[src/common/clkCtlPkg.sv]
package clkCtlPkg;

  // Clock generator modes
  typedef enum logic [1:0] {
    // No pulses
    modeIdle,
    // Pulse every rate period until the next load
    modeRun,
    // One period, one pulse, then idle
    modeStep,
    // Pulse until the burst counter runs out
    modeBurst
  } clkMode;

  // Rate select, period is 2**rate masterClk cycles
  typedef logic [1:0] clkRate;

  // Burst counter, loaded as two nibbles
  typedef logic [7:0] burstCount;

  // Widest divider count, covers the longest period
  localparam int divWidth = 3;

endpackage

[src/common/clkDiagPkg.sv]
package clkDiagPkg;

  // CLK diagnostic function codes, octal as the front end numbers them
  typedef enum logic [5:0] {
    // Clock mode control
    fnStop           = 6'o00,
    fnStart          = 6'o01,
    fnStep           = 6'o02,
    fnBurst          = 6'o03,
    // EBOX reset line
    fnClrReset       = 6'o06,
    fnSetReset       = 6'o07,
    // Burst counter nibbles, right is low
    fnLoadBurstRight = 6'o42,
    fnLoadBurstLeft  = 6'o43,
    // Clock rate select
    fnSetRate        = 6'o44,
    // Clear the parity error flag
    fnClrErr         = 6'o46,
    // Return one status word to the front end
    fnReadStatus     = 6'o76
  } diagFunc;

  // Data byte that travels with each function
  typedef logic [7:0] diagData;

  // Status word returned on fnReadStatus
  typedef logic [15:0] statusWord;

  // Status word field positions
  localparam int stRunningBit = 15;
  localparam int stResetBit   = 14;
  localparam int stErrBit     = 13;
  localparam int stRateHi     = 12;
  localparam int stRateLo     = 11;
  localparam int stBurstHi    = 7;
  localparam int stBurstLo    = 0;

endpackage

[src/clkCtl/clkFuncExec.sv]
`timescale 1ns/1ps

module clkFuncExec import clkDiagPkg::*, clkCtlPkg::*; (
  input  logic      masterClk,
  input  logic      rstN,
  input  logic      qValid,
  input  diagFunc   qFunc,
  input  diagData   qData,
  output logic      qPop,
  output clkMode    modeReq,
  output logic      modeLoad,
  output clkRate    rate,
  output burstCount burstLoadValue,
  input  logic      running,
  input  burstCount burstRemaining,
  output logic      eboxReset,
  output logic      statusValid,
  output statusWord statusData,
  input  logic      slotFree
);

  logic errFlag;
  logic statusStall;

  // A status read waits until the response slot is empty
  assign statusStall = qValid && (qFunc == fnReadStatus) && !slotFree;
  assign qPop        = qValid && !statusStall;

  // Mode requests go straight to the pulse generator in the execute cycle
  always_comb begin
    modeReq     = modeIdle;
    modeLoad    = 1'b0;
    statusValid = 1'b0;
    if (qPop) begin
      case (qFunc)
        fnStop: begin
          modeReq  = modeIdle;
          modeLoad = 1'b1;
        end
        fnStart: begin
          modeReq  = modeRun;
          modeLoad = 1'b1;
        end
        fnStep: begin
          modeReq  = modeStep;
          modeLoad = 1'b1;
        end
        fnBurst: begin
          modeReq  = modeBurst;
          modeLoad = 1'b1;
        end
        fnReadStatus: statusValid = 1'b1;
        default: modeLoad = 1'b0;
      endcase
    end
  end

  // Status snapshot taken as the read executes
  always_comb begin
    statusData = '0;
    statusData[stRunningBit]        = running;
    statusData[stResetBit]          = eboxReset;
    statusData[stErrBit]            = errFlag;
    statusData[stRateHi:stRateLo]   = rate;
    statusData[stBurstHi:stBurstLo] = burstRemaining;
  end

  // Held registers, each updated by its own function
  always_ff @(posedge masterClk or negedge rstN) begin
    if (!rstN) begin
      // EBOX comes out of reset held in reset
      eboxReset      <= 1'b1;
      errFlag        <= 1'b0;
      rate           <= '0;
      burstLoadValue <= '0;
    end else if (qPop) begin
      case (qFunc)
        fnClrReset:       eboxReset <= 1'b0;
        fnSetReset:       eboxReset <= 1'b1;
        // Low nibble first, as the front end loads it
        fnLoadBurstRight: burstLoadValue[3:0] <= qData[3:0];
        fnLoadBurstLeft:  burstLoadValue[7:4] <= qData[3:0];
        fnSetRate:        rate <= qData[1:0];
        fnClrErr:         errFlag <= 1'b0;
        // Handled by the mode and status logic above
        fnStop, fnStart, fnStep, fnBurst, fnReadStatus: errFlag <= errFlag;
        // Anything undefined flags an error
        default:          errFlag <= 1'b1;
      endcase
    end
  end

endmodule

[src/clkCtl/clkPulseGen.sv]
`timescale 1ns/1ps

module clkPulseGen import clkCtlPkg::*; (
  input  logic      masterClk,
  input  logic      rstN,
  input  clkMode    modeReq,
  input  logic      modeLoad,
  input  clkRate    rate,
  input  burstCount burstLoadValue,
  output logic      eboxClkEn,
  output logic      running,
  output burstCount burstRemaining
);

  clkMode              state;
  logic [divWidth-1:0] divCnt;
  logic [divWidth-1:0] lastCnt;
  logic                periodEnd;

  // Last count of a period is 2**rate - 1
  assign lastCnt = divWidth'((4'd1 << rate) - 4'd1);

  // Compare with >= so a rate lowered mid period still ends it
  assign periodEnd = (state != modeIdle) && (divCnt >= lastCnt);

  // A load in the same cycle cancels the pulse, so fnStop adds none
  assign eboxClkEn = periodEnd && !modeLoad;
  assign running   = (state != modeIdle);

  always_ff @(posedge masterClk or negedge rstN) begin
    if (!rstN) begin
      state          <= modeIdle;
      divCnt         <= '0;
      burstRemaining <= '0;
    end else if (modeLoad) begin
      // Each load restarts the period from zero
      divCnt <= '0;
      if (modeReq == modeBurst) begin
        burstRemaining <= burstLoadValue;
        // Zero burst never leaves idle
        state <= (burstLoadValue == '0) ? modeIdle : modeBurst;
      end else begin
        state <= modeReq;
      end
    end else if (periodEnd) begin
      divCnt <= '0;
      case (state)
        modeStep: state <= modeIdle;
        modeBurst: begin
          burstRemaining <= burstRemaining - 1'b1;
          if (burstRemaining == 8'd1) begin
            state <= modeIdle;
          end
        end
        default: state <= state;
      endcase
    end else if (state != modeIdle) begin
      // Idle is only entered with the divider at zero
      divCnt <= divCnt + 1'b1;
    end
  end

endmodule

[src/rtl/clkDiagTop.sv]
`timescale 1ns/1ps

module clkDiagTop import clkDiagPkg::*, clkCtlPkg::*; #(
  parameter int cmdDepth       = 4,
  parameter int respCreditInit = 2
) (
  input  logic      masterClk,
  input  logic      rstN,
  input  logic      cmdValid,
  input  diagFunc   cmdFunc,
  input  diagData   cmdData,
  output logic      cmdCreditReturn,
  output logic      eboxReset,
  output logic      eboxClkEn,
  output logic      respValid,
  output statusWord respData,
  input  logic      respCreditReturn
);

  // Queue head to executor
  logic      qValid;
  diagFunc   qFunc;
  diagData   qData;
  logic      qPop;

  // Executor to pulse generator
  clkMode    modeReq;
  logic      modeLoad;
  clkRate    rate;
  burstCount burstLoadValue;
  logic      running;
  burstCount burstRemaining;

  // Executor to response port
  logic      statusValid;
  statusWord statusData;
  logic      slotFree;

  diagCmdQueue #(
    .cmdDepth(cmdDepth)
  ) uCmdQueue (
    .masterClk      (masterClk),
    .rstN           (rstN),
    .cmdValid       (cmdValid),
    .cmdFunc        (cmdFunc),
    .cmdData        (cmdData),
    .qPop           (qPop),
    .qValid         (qValid),
    .qFunc          (qFunc),
    .qData          (qData),
    .cmdCreditReturn(cmdCreditReturn)
  );

  // clkCtl executor
  clkFuncExec uFuncExec (
    .masterClk     (masterClk),
    .rstN          (rstN),
    .qValid        (qValid),
    .qFunc         (qFunc),
    .qData         (qData),
    .qPop          (qPop),
    .modeReq       (modeReq),
    .modeLoad      (modeLoad),
    .rate          (rate),
    .burstLoadValue(burstLoadValue),
    .running       (running),
    .burstRemaining(burstRemaining),
    .eboxReset     (eboxReset),
    .statusValid   (statusValid),
    .statusData    (statusData),
    .slotFree      (slotFree)
  );

  // clkCtl pulse generator
  clkPulseGen uPulseGen (
    .masterClk     (masterClk),
    .rstN          (rstN),
    .modeReq       (modeReq),
    .modeLoad      (modeLoad),
    .rate          (rate),
    .burstLoadValue(burstLoadValue),
    .eboxClkEn     (eboxClkEn),
    .running       (running),
    .burstRemaining(burstRemaining)
  );

  diagRespPort #(
    .respCreditInit(respCreditInit)
  ) uRespPort (
    .masterClk       (masterClk),
    .rstN            (rstN),
    .statusValid     (statusValid),
    .statusData      (statusData),
    .slotFree        (slotFree),
    .respValid       (respValid),
    .respData        (respData),
    .respCreditReturn(respCreditReturn)
  );

endmodule

[src/rtl/diagCmdQueue.sv]
`timescale 1ns/1ps

module diagCmdQueue import clkDiagPkg::*; #(
  parameter int cmdDepth = 4
) (
  input  logic    masterClk,
  input  logic    rstN,
  input  logic    cmdValid,
  input  diagFunc cmdFunc,
  input  diagData cmdData,
  input  logic    qPop,
  output logic    qValid,
  output diagFunc qFunc,
  output diagData qData,
  output logic    cmdCreditReturn
);

  // Pointer needs at least one bit even for a single entry
  localparam int ptrWidth = (cmdDepth > 1) ? $clog2(cmdDepth) : 1;
  localparam int cntWidth = $clog2(cmdDepth + 1);
  localparam logic [ptrWidth-1:0] lastPtr = ptrWidth'(cmdDepth - 1);

  diagFunc funcMem [cmdDepth];
  diagData dataMem [cmdDepth];

  logic [ptrWidth-1:0] wrPtr;
  logic [ptrWidth-1:0] rdPtr;
  logic [cntWidth-1:0] count;
  logic                doPop;

  // Head entry is always on the outputs
  assign qValid = (count != '0);
  assign qFunc  = funcMem[rdPtr];
  assign qData  = dataMem[rdPtr];

  // Pop only counts when something is there
  assign doPop = qPop && qValid;

  // Storage write, front end never sends without a credit
  always_ff @(posedge masterClk) begin
    if (cmdValid) begin
      funcMem[wrPtr] <= cmdFunc;
      dataMem[wrPtr] <= cmdData;
    end
  end

  always_ff @(posedge masterClk or negedge rstN) begin
    if (!rstN) begin
      wrPtr           <= '0;
      rdPtr           <= '0;
      count           <= '0;
      cmdCreditReturn <= 1'b0;
    end else begin
      if (cmdValid) begin
        wrPtr <= (wrPtr == lastPtr) ? '0 : wrPtr + 1'b1;
      end
      if (doPop) begin
        rdPtr <= (rdPtr == lastPtr) ? '0 : rdPtr + 1'b1;
      end
      // Occupancy, push and pop may land together
      count <= count + cntWidth'(cmdValid) - cntWidth'(doPop);
      // One credit back per dequeue, a cycle later
      cmdCreditReturn <= doPop;
    end
  end

endmodule

[src/rtl/diagRespPort.sv]
`timescale 1ns/1ps

module diagRespPort import clkDiagPkg::*; #(
  parameter int respCreditInit = 2
) (
  input  logic      masterClk,
  input  logic      rstN,
  input  logic      statusValid,
  input  statusWord statusData,
  output logic      slotFree,
  output logic      respValid,
  output statusWord respData,
  input  logic      respCreditReturn
);

  // Receiver never returns more than it was given
  localparam int credWidth = $clog2(respCreditInit + 1);

  logic [credWidth-1:0] credits;
  logic                 holdValid;
  statusWord            holdData;

  // Send the held word whenever a credit is available
  assign respValid = holdValid && (credits != '0);
  assign respData  = holdData;

  // Slot can refill in the same cycle it drains
  assign slotFree = !holdValid || respValid;

  // Payload register, loaded only into a free slot
  always_ff @(posedge masterClk) begin
    if (statusValid && slotFree) begin
      holdData <= statusData;
    end
  end

  always_ff @(posedge masterClk or negedge rstN) begin
    if (!rstN) begin
      holdValid <= 1'b0;
      credits   <= credWidth'(respCreditInit);
    end else begin
      if (statusValid && slotFree) begin
        holdValid <= 1'b1;
      end else if (respValid) begin
        holdValid <= 1'b0;
      end
      // Returns add, sends spend
      credits <= credits + credWidth'(respCreditReturn) - credWidth'(respValid);
    end
  end

endmodule

[config.mk]
export PLATFORM = sky130hd
export DESIGN_NAME = clkDiagTop
export DESIGN_NICKNAME = d
export VERILOG_FILES = /design/src/common/clkCtlPkg.sv /design/src/common/clkDiagPkg.sv /design/src/clkCtl/clkFuncExec.sv /design/src/clkCtl/clkPulseGen.sv /design/src/rtl/clkDiagTop.sv /design/src/rtl/diagCmdQueue.sv /design/src/rtl/diagRespPort.sv
export SDC_FILE = /design/constraint.sdc
export NUM_CORES = 1
export LEC_CHECK = 0
export BUFFER_PORTS_ARGS = -buffer_cell sky130_fd_sc_hd__buf_2
export CAP_MARGIN = 10
export CORE_MARGIN = 5
export CORE_UTILIZATION = 45
export DETAILED_ROUTE_END_ITERATION = 6
export GPL_TIMING_DRIVEN = 0
export PLACE_DENSITY = 0.64
export SETUP_SLACK_MARGIN = 0.3
export SYNTH_ARGS = -nofsm -noshare
export SYNTH_HDL_FRONTEND = slang
export SYNTH_HIERARCHICAL = 1
export SYNTH_SLANG_ARGS = --single-unit
[constraint.sdc]
create_clock -name masterClk -period 3.8 [get_ports masterClk]
set_clock_uncertainty 0.15 [all_clocks]
set_input_delay 0.19 -clock masterClk [delete_from_list [all_inputs] [get_ports masterClk]]
set_output_delay 0.19 -clock masterClk [all_outputs]
set_load 0.02 [all_outputs]
==> run metrics, run 1 <==
metal3 WL 291 um; Clock Pin Slew Worst Setup and Hold Paths 0.09 ns; Critical Path Slowest Stage Cell mux4_2; Slew headroom 0.467; antenna violations before repair 0; CTS Buffer Depth 2; clock root buffer clkbuf_8; met2 WL post-DR 3440 um; Die Y 106 um; worst setup margin 0.385 ns; # rows 35; Critical Path RT 3.91 ns; Max VDD drop 0.000322 V; Net count, final between 400 and 500; Worst Path Arrival 3.53 ns; uppermost layer routed met4; crit end category flip-flop; CP bufs+invs 13; Pwr Density 751 nW/um2; crit path max fanout 5; critical path's top delay family buffers and inverters; DP HPWL 4610 um; Max Slew Vio Count 0; CTS tree built; Most Frequent Cell on Critical Path buf_4; diode count 0; Vias 2,492; remaining global-route overflow 0; R2R Path Start uCmdQueue/rdPtr[0]; share of layout cells above drive strength 1 0.353; Tmin final 3.41 ns; Final Wtd Congestion between 0.8 and 0.9; critical path launch point type flip-flop; io pins 38; Final Hold Fails 0; initial drt markers 120; port buffer count 33; cells after synthesis between 200 and 300; r2r worst-path depth 18; vias per inst 5.14; clk_lat worst skew 0.36 ns; first-pass GRT wire length 11,700 um; area of the die around 11,000 um2; max frequency ~300 MHz; WS Path Type reg2reg; Final ANT Viol Nets 0; fin crit share 0.899; H-tree levels 3; synth-to-layout area growth 20.6%; DRT Pass-1 Iters 4; chip width 106 um; DRT Wirelength 6870 um; path type of the worst min-delay path in2async; CTS Buf Count 9; Initial Utilization 0.457; Avg Synthesized Cell Area 14.4 um2; core area 9110 um2; Crit path largest cell delay 0.51 ns; Post-route DRC 0; R2R Path End uCmdQueue/cmdCreditReturn; # setup viols final 0; vias in the first global route 2,408; R2R Setup Slk approximately 0.39 ns; Ys Warns 6; mapped cell area 4160 um2; maxcap violations 0; clk sink count 92; largest net degree at the start of global routing 37; RSZ-0062 raised after global routing false; leakage power just over 0.002 uW; M1 WL around 3000 um; setup TNS 0 ns; outcome complete, no violations; routed length per instance between 10 and 15 um; crit path cell chain buf_6 > buf_12 > mux4_2 > and3b_2 > nand3_2 > o31a_2 > o31ai_4 > inv_2 > buf_6 > buf_4 > buf_4 > buf_4 > buf_4 > buf_4 > buf_4 > buf_4 > buf_4 > buf_4; Least-Margin Pin Slew 0.799 ns; GRT Total Usage 0.131; dpl ws approximately 0.20 ns
-- cells in the final DEF, fill, tap and decap left out, drive strengths merged, types with 2 or more instances in the layout --
cell type	n
a32oi	2
nand4	3
nand2	11
dlygate4sd3	13
dfstp	2
o21ai	7
nor4	4
nor2	17
and2	7
nand3	6
ha	15
conb	3
nand4b	2
o22a	2
nor2b	4
edfxtp	56
xnor2	4
clkbuf	10
nor3	7
a211oi	2
inv	21
and3	2
o31a	2
dfrtp	34
mux2	13
buf	75
a41oi	2
o32a	2
bufinv	2
mux4	10
clkinv	2
a21oi	10
or2	2
a31oi	2
a22o	2
-- routing by layer --
| metal | vias to the layer above | track usage |
|---|---|---|
| met5 | - | 0 |
| met4 | 0 | 0.0472 |
| met3 | 9 | 0.0358 |
| met2 | 48 | 0.219 |
| met1 | 1217 | 0.164 |
| li1 | 1218 | - |
-- worst max-delay path by stage --
stage | from | end | slack (ns) | depth (start not counted)
global placement | uCmdQueue/rdPtr[0] | uCmdQueue/count[2] | 0.22 | 15
global route | uCmdQueue/rdPtr[0] | uCmdQueue/cmdCreditReturn | 0.29 | 18
CTS | uCmdQueue/rdPtr[0] | uCmdQueue/count[2] | 0.32 | 15
floorplan | uCmdQueue/rdPtr[0] | uCmdQueue/count[2] | 0.46 | 15
detailed placement | uCmdQueue/rdPtr[0] | uCmdQueue/count[2] | 0.20 | 15
finish | uCmdQueue/rdPtr[0] | uCmdQueue/cmdCreditReturn | 0.39 | 18
-- power by group --
part / internal, uW / switching, uW
clock: 375 / 346
sequential: 1340 / 183
combinational: 796 / 732
-- stage by stage --
stage,util,total power (uW),instances,area [um2],hold WS (ns)
4_1_cts,0.541,3690,477,4930,0.317
3_3_place_gp,0.491,2790,435,4470,0.171
2_1_floorplan,-,2520,291,4170,-0.256
5_1_grt,0.551,4040,485,5020,0.393
3_5_place_dp,0.491,2830,435,4470,0.170
6_report,0.551,3770,485,5020,0.295
-- state kept, by name, indices dropped and copies added (netlist names), 3 cells and up --
name	flops
uCmdQueue/count	3
uCmdQueue/funcMem	24
uPulseGen/divCnt	3
uFuncExec/burstLoadValue	8
uPulseGen/burstRemaining	8
uRespPort/respData	16
uCmdQueue/dataMem	16
-- what timing repair did --
action,CTS,global route
pin swaps,1,2
resized for setup,2,8
setup buffers,13,8
hold buffers,13,0
hold endpoints to repair,78,0
endpoints found under the setup margin,1,3
-- final cells by class --
class | count | area [um2]
plain buffers | 22 | 176
clock buffers | 9 | 124
clock inverters | 7 | 98.8
fillers | 731 | 4090
inverters | 19 | 71.3
multi-input cells | 158 | 1370
flip-flops and latches | 92 | 2580
well taps | 111 | 139
repair buffers | 67 | 457
Note: power is estimated with default switching activity, not from simulation.
==> run 2, diff against run 1 <==
--- a/config.mk
+++ b/config.mk
@@ -7,6 +7,7 @@
 export LEC_CHECK = 0
 export BUFFER_PORTS_ARGS = -buffer_cell sky130_fd_sc_hd__buf_2
 export CAP_MARGIN = 10
+export CORE_ASPECT_RATIO = 1.1
 export CORE_MARGIN = 5
 export CORE_UTILIZATION = 45
 export DETAILED_ROUTE_END_ITERATION = 6
==> run metrics, run 2 (same netlist as run 1, synthesis figures left out) <==
outcome complete, no violations; synth-to-layout area growth 19.4%; leakage power 0.00203 uW (-1.6%); RSZ-0062 raised after global routing true; DRT Pass-1 Iters 4 (unchanged); worst hold slack 0.306 ns (+0.0107 ns); Worst Path Arrival 3.55 ns (+0.02 ns); Max Slew Vio Count 0 (unchanged); most frequent cells in the layout edfxtp_1 (56), buf_4 (37), buf_2 (34), dfrtp_1 (34), inv_1 (18); port buffer count 33 (unchanged); Final Wtd Congestion 0.799 (-6.4%); max frequency 291 MHz (-0.72%); Final Hold Fails 0 (unchanged); Top reg by flops uCmdQueue/funcMem; vias per inst 5.20 (+1.2%); # setup viols final 0 (unchanged); area of the die 11,300 um2 (about the same); remaining global-route overflow 0 (unchanged); GRT Total Usage 0.139 (+0.00781); WS Path Type reg2reg; H-tree levels 3 (unchanged); fin crit share 0.905 (+0.00654); share of layout cells above drive strength 1 0.341 (-0.0115); CTS Buf Count 9 (unchanged); vias in the first global route 2,638 (+9.6%); Pwr Density 737 nW/um2 (-1.9%); clock share of power 0.169 (-0.022); crit path max fanout 8 (+3); first-pass GRT wire length 12,400 um (+5.6%); CTS tree built; Critical Path RT 3.91 ns (about the same); chip width 102 um (-4.2%); Final ANT Viol Nets 0 (unchanged); Flop pwr share 0.416 (+0.013); area of the multi-input gates 1370 um2 (unchanged); crit end category flip-flop; initial drt markers 129 (+7.5%); Least-Margin Pin Slew 0.794 ns (-0.00528 ns); Post-route DRC 0 (unchanged); placed instance count 438 (+0.69%); Die Y 111 um (+4.4%); Initial Utilization 0.464 (+0.00740); # rows 36 (+2.9%); Net count, final 401 (-0.50%); Final Non-Filler Cells 486 (+0.21%); Power Internal 2390 uW (-4.6%); Vias 2,527 (+1.4%); critical path launch point type flip-flop; Gate power share 0.415 (+0.009); core area 8960 um2 (-1.6%); io pins 38 (unchanged); clk sink count 92 (unchanged); antenna violations before repair 0 (unchanged); Slew headroom 0.471 (+0.00352); maxcap violations 0 (unchanged); largest net degree at the start of global routing 37 (unchanged); clk_lat worst skew 0.35 ns (about the same); DP HPWL 4920 um (+6.6%); Clock Pin Slew Worst Setup and Hold Paths 0.09 ns (about the same); path type of the worst min-delay path in2async; Switch Pwr 1270 uW (+0.26%); Tmin final 3.44 ns (+0.0248 ns); clock root buffer clkbuf_8; CTS Buffer Depth 2 (unchanged); Seq. cell area 2580 um2 (unchanged); max FFs per register 24 (unchanged); Fill cells 754 (+3.1%); Max VDD drop 0.000329 V (+2.0%); routed length per instance 15.0 um (+6.0%); DRT Wirelength 7300 um (+6.2%); Sw Share 0.346 (+0.0110); diode count 0 (unchanged); setup TNS 0 ns (unchanged); commonest non-fill, non-tap cell in the layout edfxtp_1
-- run 2: worst paths after layout --
path                               startpoint                          end  slack [ns]  cells past startpoint
max                        uCmdQueue/rdPtr[0]    uCmdQueue/cmdCreditReturn        0.36                     18
min                                      rstN         uRespPort/credits[0]        0.31                      2
max reg2reg                uCmdQueue/rdPtr[0]    uCmdQueue/cmdCreditReturn        0.36                     18
min reg2reg                uCmdQueue/count[2]           uCmdQueue/count[2]        0.40                      1
max in group asynchronous                rstN  uPulseGen/burstRemaining[5]        2.69                      2
min in group masterClk     uCmdQueue/count[2]           uCmdQueue/count[2]        0.40                      1
-- run 2: per-stage QoR --
stage / power (uW) / setup slack, ns / instance area [um2] / utilization
after floorplan: 2520 / 0.461 / 4170 / -
after global placement: 2790 / 0.215 / 4480 / 0.499
after detailed placement: 2850 / 0.191 / 4480 / 0.499
after CTS: 3620 / 0.327 / 4910 / 0.548
after global routing: 3920 / 0.245 / 4970 / 0.554
final: 3660 / 0.360 / 4970 / 0.554
-- run 2: power by group through the flow --
stage	combinational [uW]	clock [uW]	sequential (uW)
2_1_floorplan	1010	0	1510
3_3_place_gp	1260	0	1520
3_5_place_dp	1310	0	1540
4_1_cts	1470	636	1520
5_1_grt	1680	683	1550
6_report	1520	617	1520
-- run 2: what timing repair did --
item,4_1_cts,5_1_grt
gates resized for setup,2,5
pin swaps,1,2
setup endpoints to repair,1,3
buffers inserted,15,4
endpoints found under the hold margin,78,0
hold buffers,13,0
-- run 2: cell type report --
type,count,share of cell area
flip-flops and latches,92,0.521
multi-input cells,158,0.275
repair buffers,65,0.0882
plain buffers,22,0.0353
clock buffers,11,0.0307
well taps,114,0.0287
inverters,19,0.0144
clock inverters,5,0.00680
-- run 2: critical path, stage by stage, from the launching register on --
cell and delay [ns]:
dfrtp_1 0.37, buf_6 0.12, buf_12 0.11, mux4_2 0.52, and3b_2 0.28, nand3_2 0.08, o31a_2 0.35, o31ai_4 0.08
inv_2 0.07, buf_4 0.13, buf_4 0.12, buf_4 0.12, buf_4 0.12, buf_4 0.12, buf_4 0.12, buf_4 0.12
buf_4 0.12, buf_4 0.12, buf_4 0.12
-- run 2: per-layer routing --
metal  track usage  routed length, um  part of all wire
met5             0                  0                 0
met4        0.0505                119             0.016
met3        0.0271                305             0.042
met2         0.243               3890              0.53
met1         0.167               2980              0.41
==> run 3, diff against run 2 <==
--- a/config.mk
+++ b/config.mk
@@ -12,7 +12,6 @@
 export CORE_UTILIZATION = 45
 export DETAILED_ROUTE_END_ITERATION = 6
 export GPL_TIMING_DRIVEN = 0
-export PLACE_DENSITY = 0.64
 export SETUP_SLACK_MARGIN = 0.3
 export SYNTH_ARGS = -nofsm -noshare
 export SYNTH_HDL_FRONTEND = slang
==> run metrics, run 3 (same netlist as run 1, synthesis figures left out) <==
WS Path Type reg2reg; Seq. cell area 2580 um2 (unchanged); area of the die 11,300 um2 (unchanged); DRT Pass-1 Iters 4 (unchanged); outcome complete, no violations; setup TNS 0 ns (unchanged); remaining global-route overflow 0 (unchanged); Net count, final 404 (+0.75%); Final Hold Fails 0 (unchanged); Critical Path RT 3.90 ns (about the same); Slew headroom 0.457 (-0.0134); Post-route DRC 0 (unchanged); max FFs per register 24 (unchanged); GR peak layer met2; max frequency 294 MHz (+1.3%); Vias 2,452 (-3.0%); Max VDD drop 0.000321 V (-2.4%); clk_lat worst skew 0.35 ns (about the same); # rows 36 (unchanged); crit end category flip-flop; DRT Wirelength 7100 um (-2.7%); synth-to-layout area growth 20.5%; Die Y 111 um (unchanged); Clock Pin Slew Worst Setup and Hold Paths 0.09 ns (about the same); most frequent cells in the layout edfxtp_1 (56), buf_4 (36), buf_2 (34), dfrtp_1 (34), inv_1 (18); area of the multi-input gates 1370 um2 (+0.37%); diode count 0 (unchanged); GR Util met3 0.0346 (+0.00755); H-tree levels 3 (unchanged); chip width 102 um (unchanged); largest net degree at the start of global routing 37 (unchanged); CTS Buf Count 9 (unchanged); leakage power 0.00206 uW (+1.3%); routed length per instance 14.5 um (-3.3%); vias in the first global route 2,600 (-1.4%); maxcap violations 0 (unchanged); Pwr Density 743 nW/um2 (+0.83%); Final ANT Viol Nets 0 (unchanged); met2 usage 0.233 (-0.0100); M1 GR Usage 0.172 (+0.00555); worst setup margin 0.403 ns (+0.0429 ns); initial drt markers 88 (-32%); Worst Path Arrival 3.50 ns (-0.05 ns); Final Wtd Congestion 0.788 (-1.4%); CTS Buffer Depth 2 (unchanged); commonest non-fill, non-tap cell in the layout edfxtp_1; share of layout cells above drive strength 1 0.341 (about the same); antenna violations before repair 0 (unchanged); clock root buffer clkbuf_8; first-pass GRT wire length 12,200 um (-1.1%); Top reg by flops uCmdQueue/funcMem; fin crit share 0.894 (-0.0113); GRT Total Usage 0.138 (-0.000904); port buffer count 33 (unchanged); path type of the worst min-delay path in2async; Least-Margin Pin Slew 0.814 ns (+0.0201 ns); vias per inst 5.01 (-3.6%); critical path launch point type flip-flop; crit path max fanout 6 (-2); Tmin final 3.40 ns (-0.0429 ns); io pins 38 (unchanged); clk sink count 92 (unchanged); # setup viols final 0 (unchanged); Max Slew Vio Count 0 (unchanged); CTS tree built; RSZ-0062 raised after global routing true; dpl ws 0.174 ns (-0.0171 ns); core area 8960 um2 (unchanged); Fill cells 737 (-2.3%); DP HPWL 4800 um (-2.5%); Final Util 0.559 (+0.00517); worst hold slack 0.314 ns (+0.00841 ns); Initial Utilization 0.464 (unchanged)
## run 3: path summary, 6_finish.rpt
kind                                          from                     endpoint  slack (ns)  depth (start not counted)
worst min-delay path                          rstN          uRespPort/holdValid        0.31                          2
worst min register to register  uPulseGen/state[0]           uPulseGen/state[0]        0.39                          1
worst max-delay path            uCmdQueue/rdPtr[0]    uCmdQueue/cmdCreditReturn        0.40                         19
worst max register to register  uCmdQueue/rdPtr[0]    uCmdQueue/cmdCreditReturn        0.40                         19
max in group asynchronous                     rstN  uPulseGen/burstRemaining[1]        2.66                          2
min in group masterClk          uPulseGen/state[0]           uPulseGen/state[0]        0.39                          1
## run 3: critical path: stages, from the launching register on
cell and delay (ns):
dfrtp_1 0.41, buf_6 0.13, buf_12 0.13, buf_12 0.12, mux4_2 0.41, and3b_2 0.23
nand3_2 0.09, o31a_2 0.36, o31ai_4 0.07, inv_2 0.07, buf_6 0.11, buf_4 0.12
buf_6 0.10, buf_4 0.11, buf_4 0.12, buf_4 0.12, buf_6 0.10, buf_4 0.11
buf_4 0.12, buf_4 0.12
## run 3: area by class of cell
cell class / count / area share
repair buffers: 68 / 0.0966
multi-input cells: 158 / 0.274
plain buffers: 22 / 0.0349
clock inverters: 3 / 0.00849
clock buffers: 13 / 0.0277
flip-flops and latches: 92 / 0.516
inverters: 19 / 0.0142
well taps: 114 / 0.0285
## run 3: power breakdown
part	internal [uW]	switching [uW]	total [uW]
clock	305	312	617
combinational	832	748	1580
sequential	1340	189	1520
## run 3: stage by stage
stage               std cells  instance area, um2  total power [uW]
floorplan                 291                4170              2520
global placement          438                4480              2800
detailed placement        438                4480              2840
CTS                       483                4930              3640
global route              489                5010              4020
finish                    489                5010              3720
## run 3: layer usage
| metal | routed length (um) | vias to the layer above |
|---|---|---|
| li1 | - | 1215 |
| met1 | 3140 | 1190 |
| met2 | 3600 | 45 |
| met3 | 321 | 2 |
| met4 | 44 | 0 |
| met5 | 0 | - |
## run 3: repair_timing
action / 4_1_cts / 5_1_grt
pin swaps: 1 / 3
setup buffers: 16 / 5
endpoints found under the hold margin: 77 / 0
endpoints found under the setup margin: 1 / 3
resized for setup: 2 / 9
hold buffers: 13 / 0
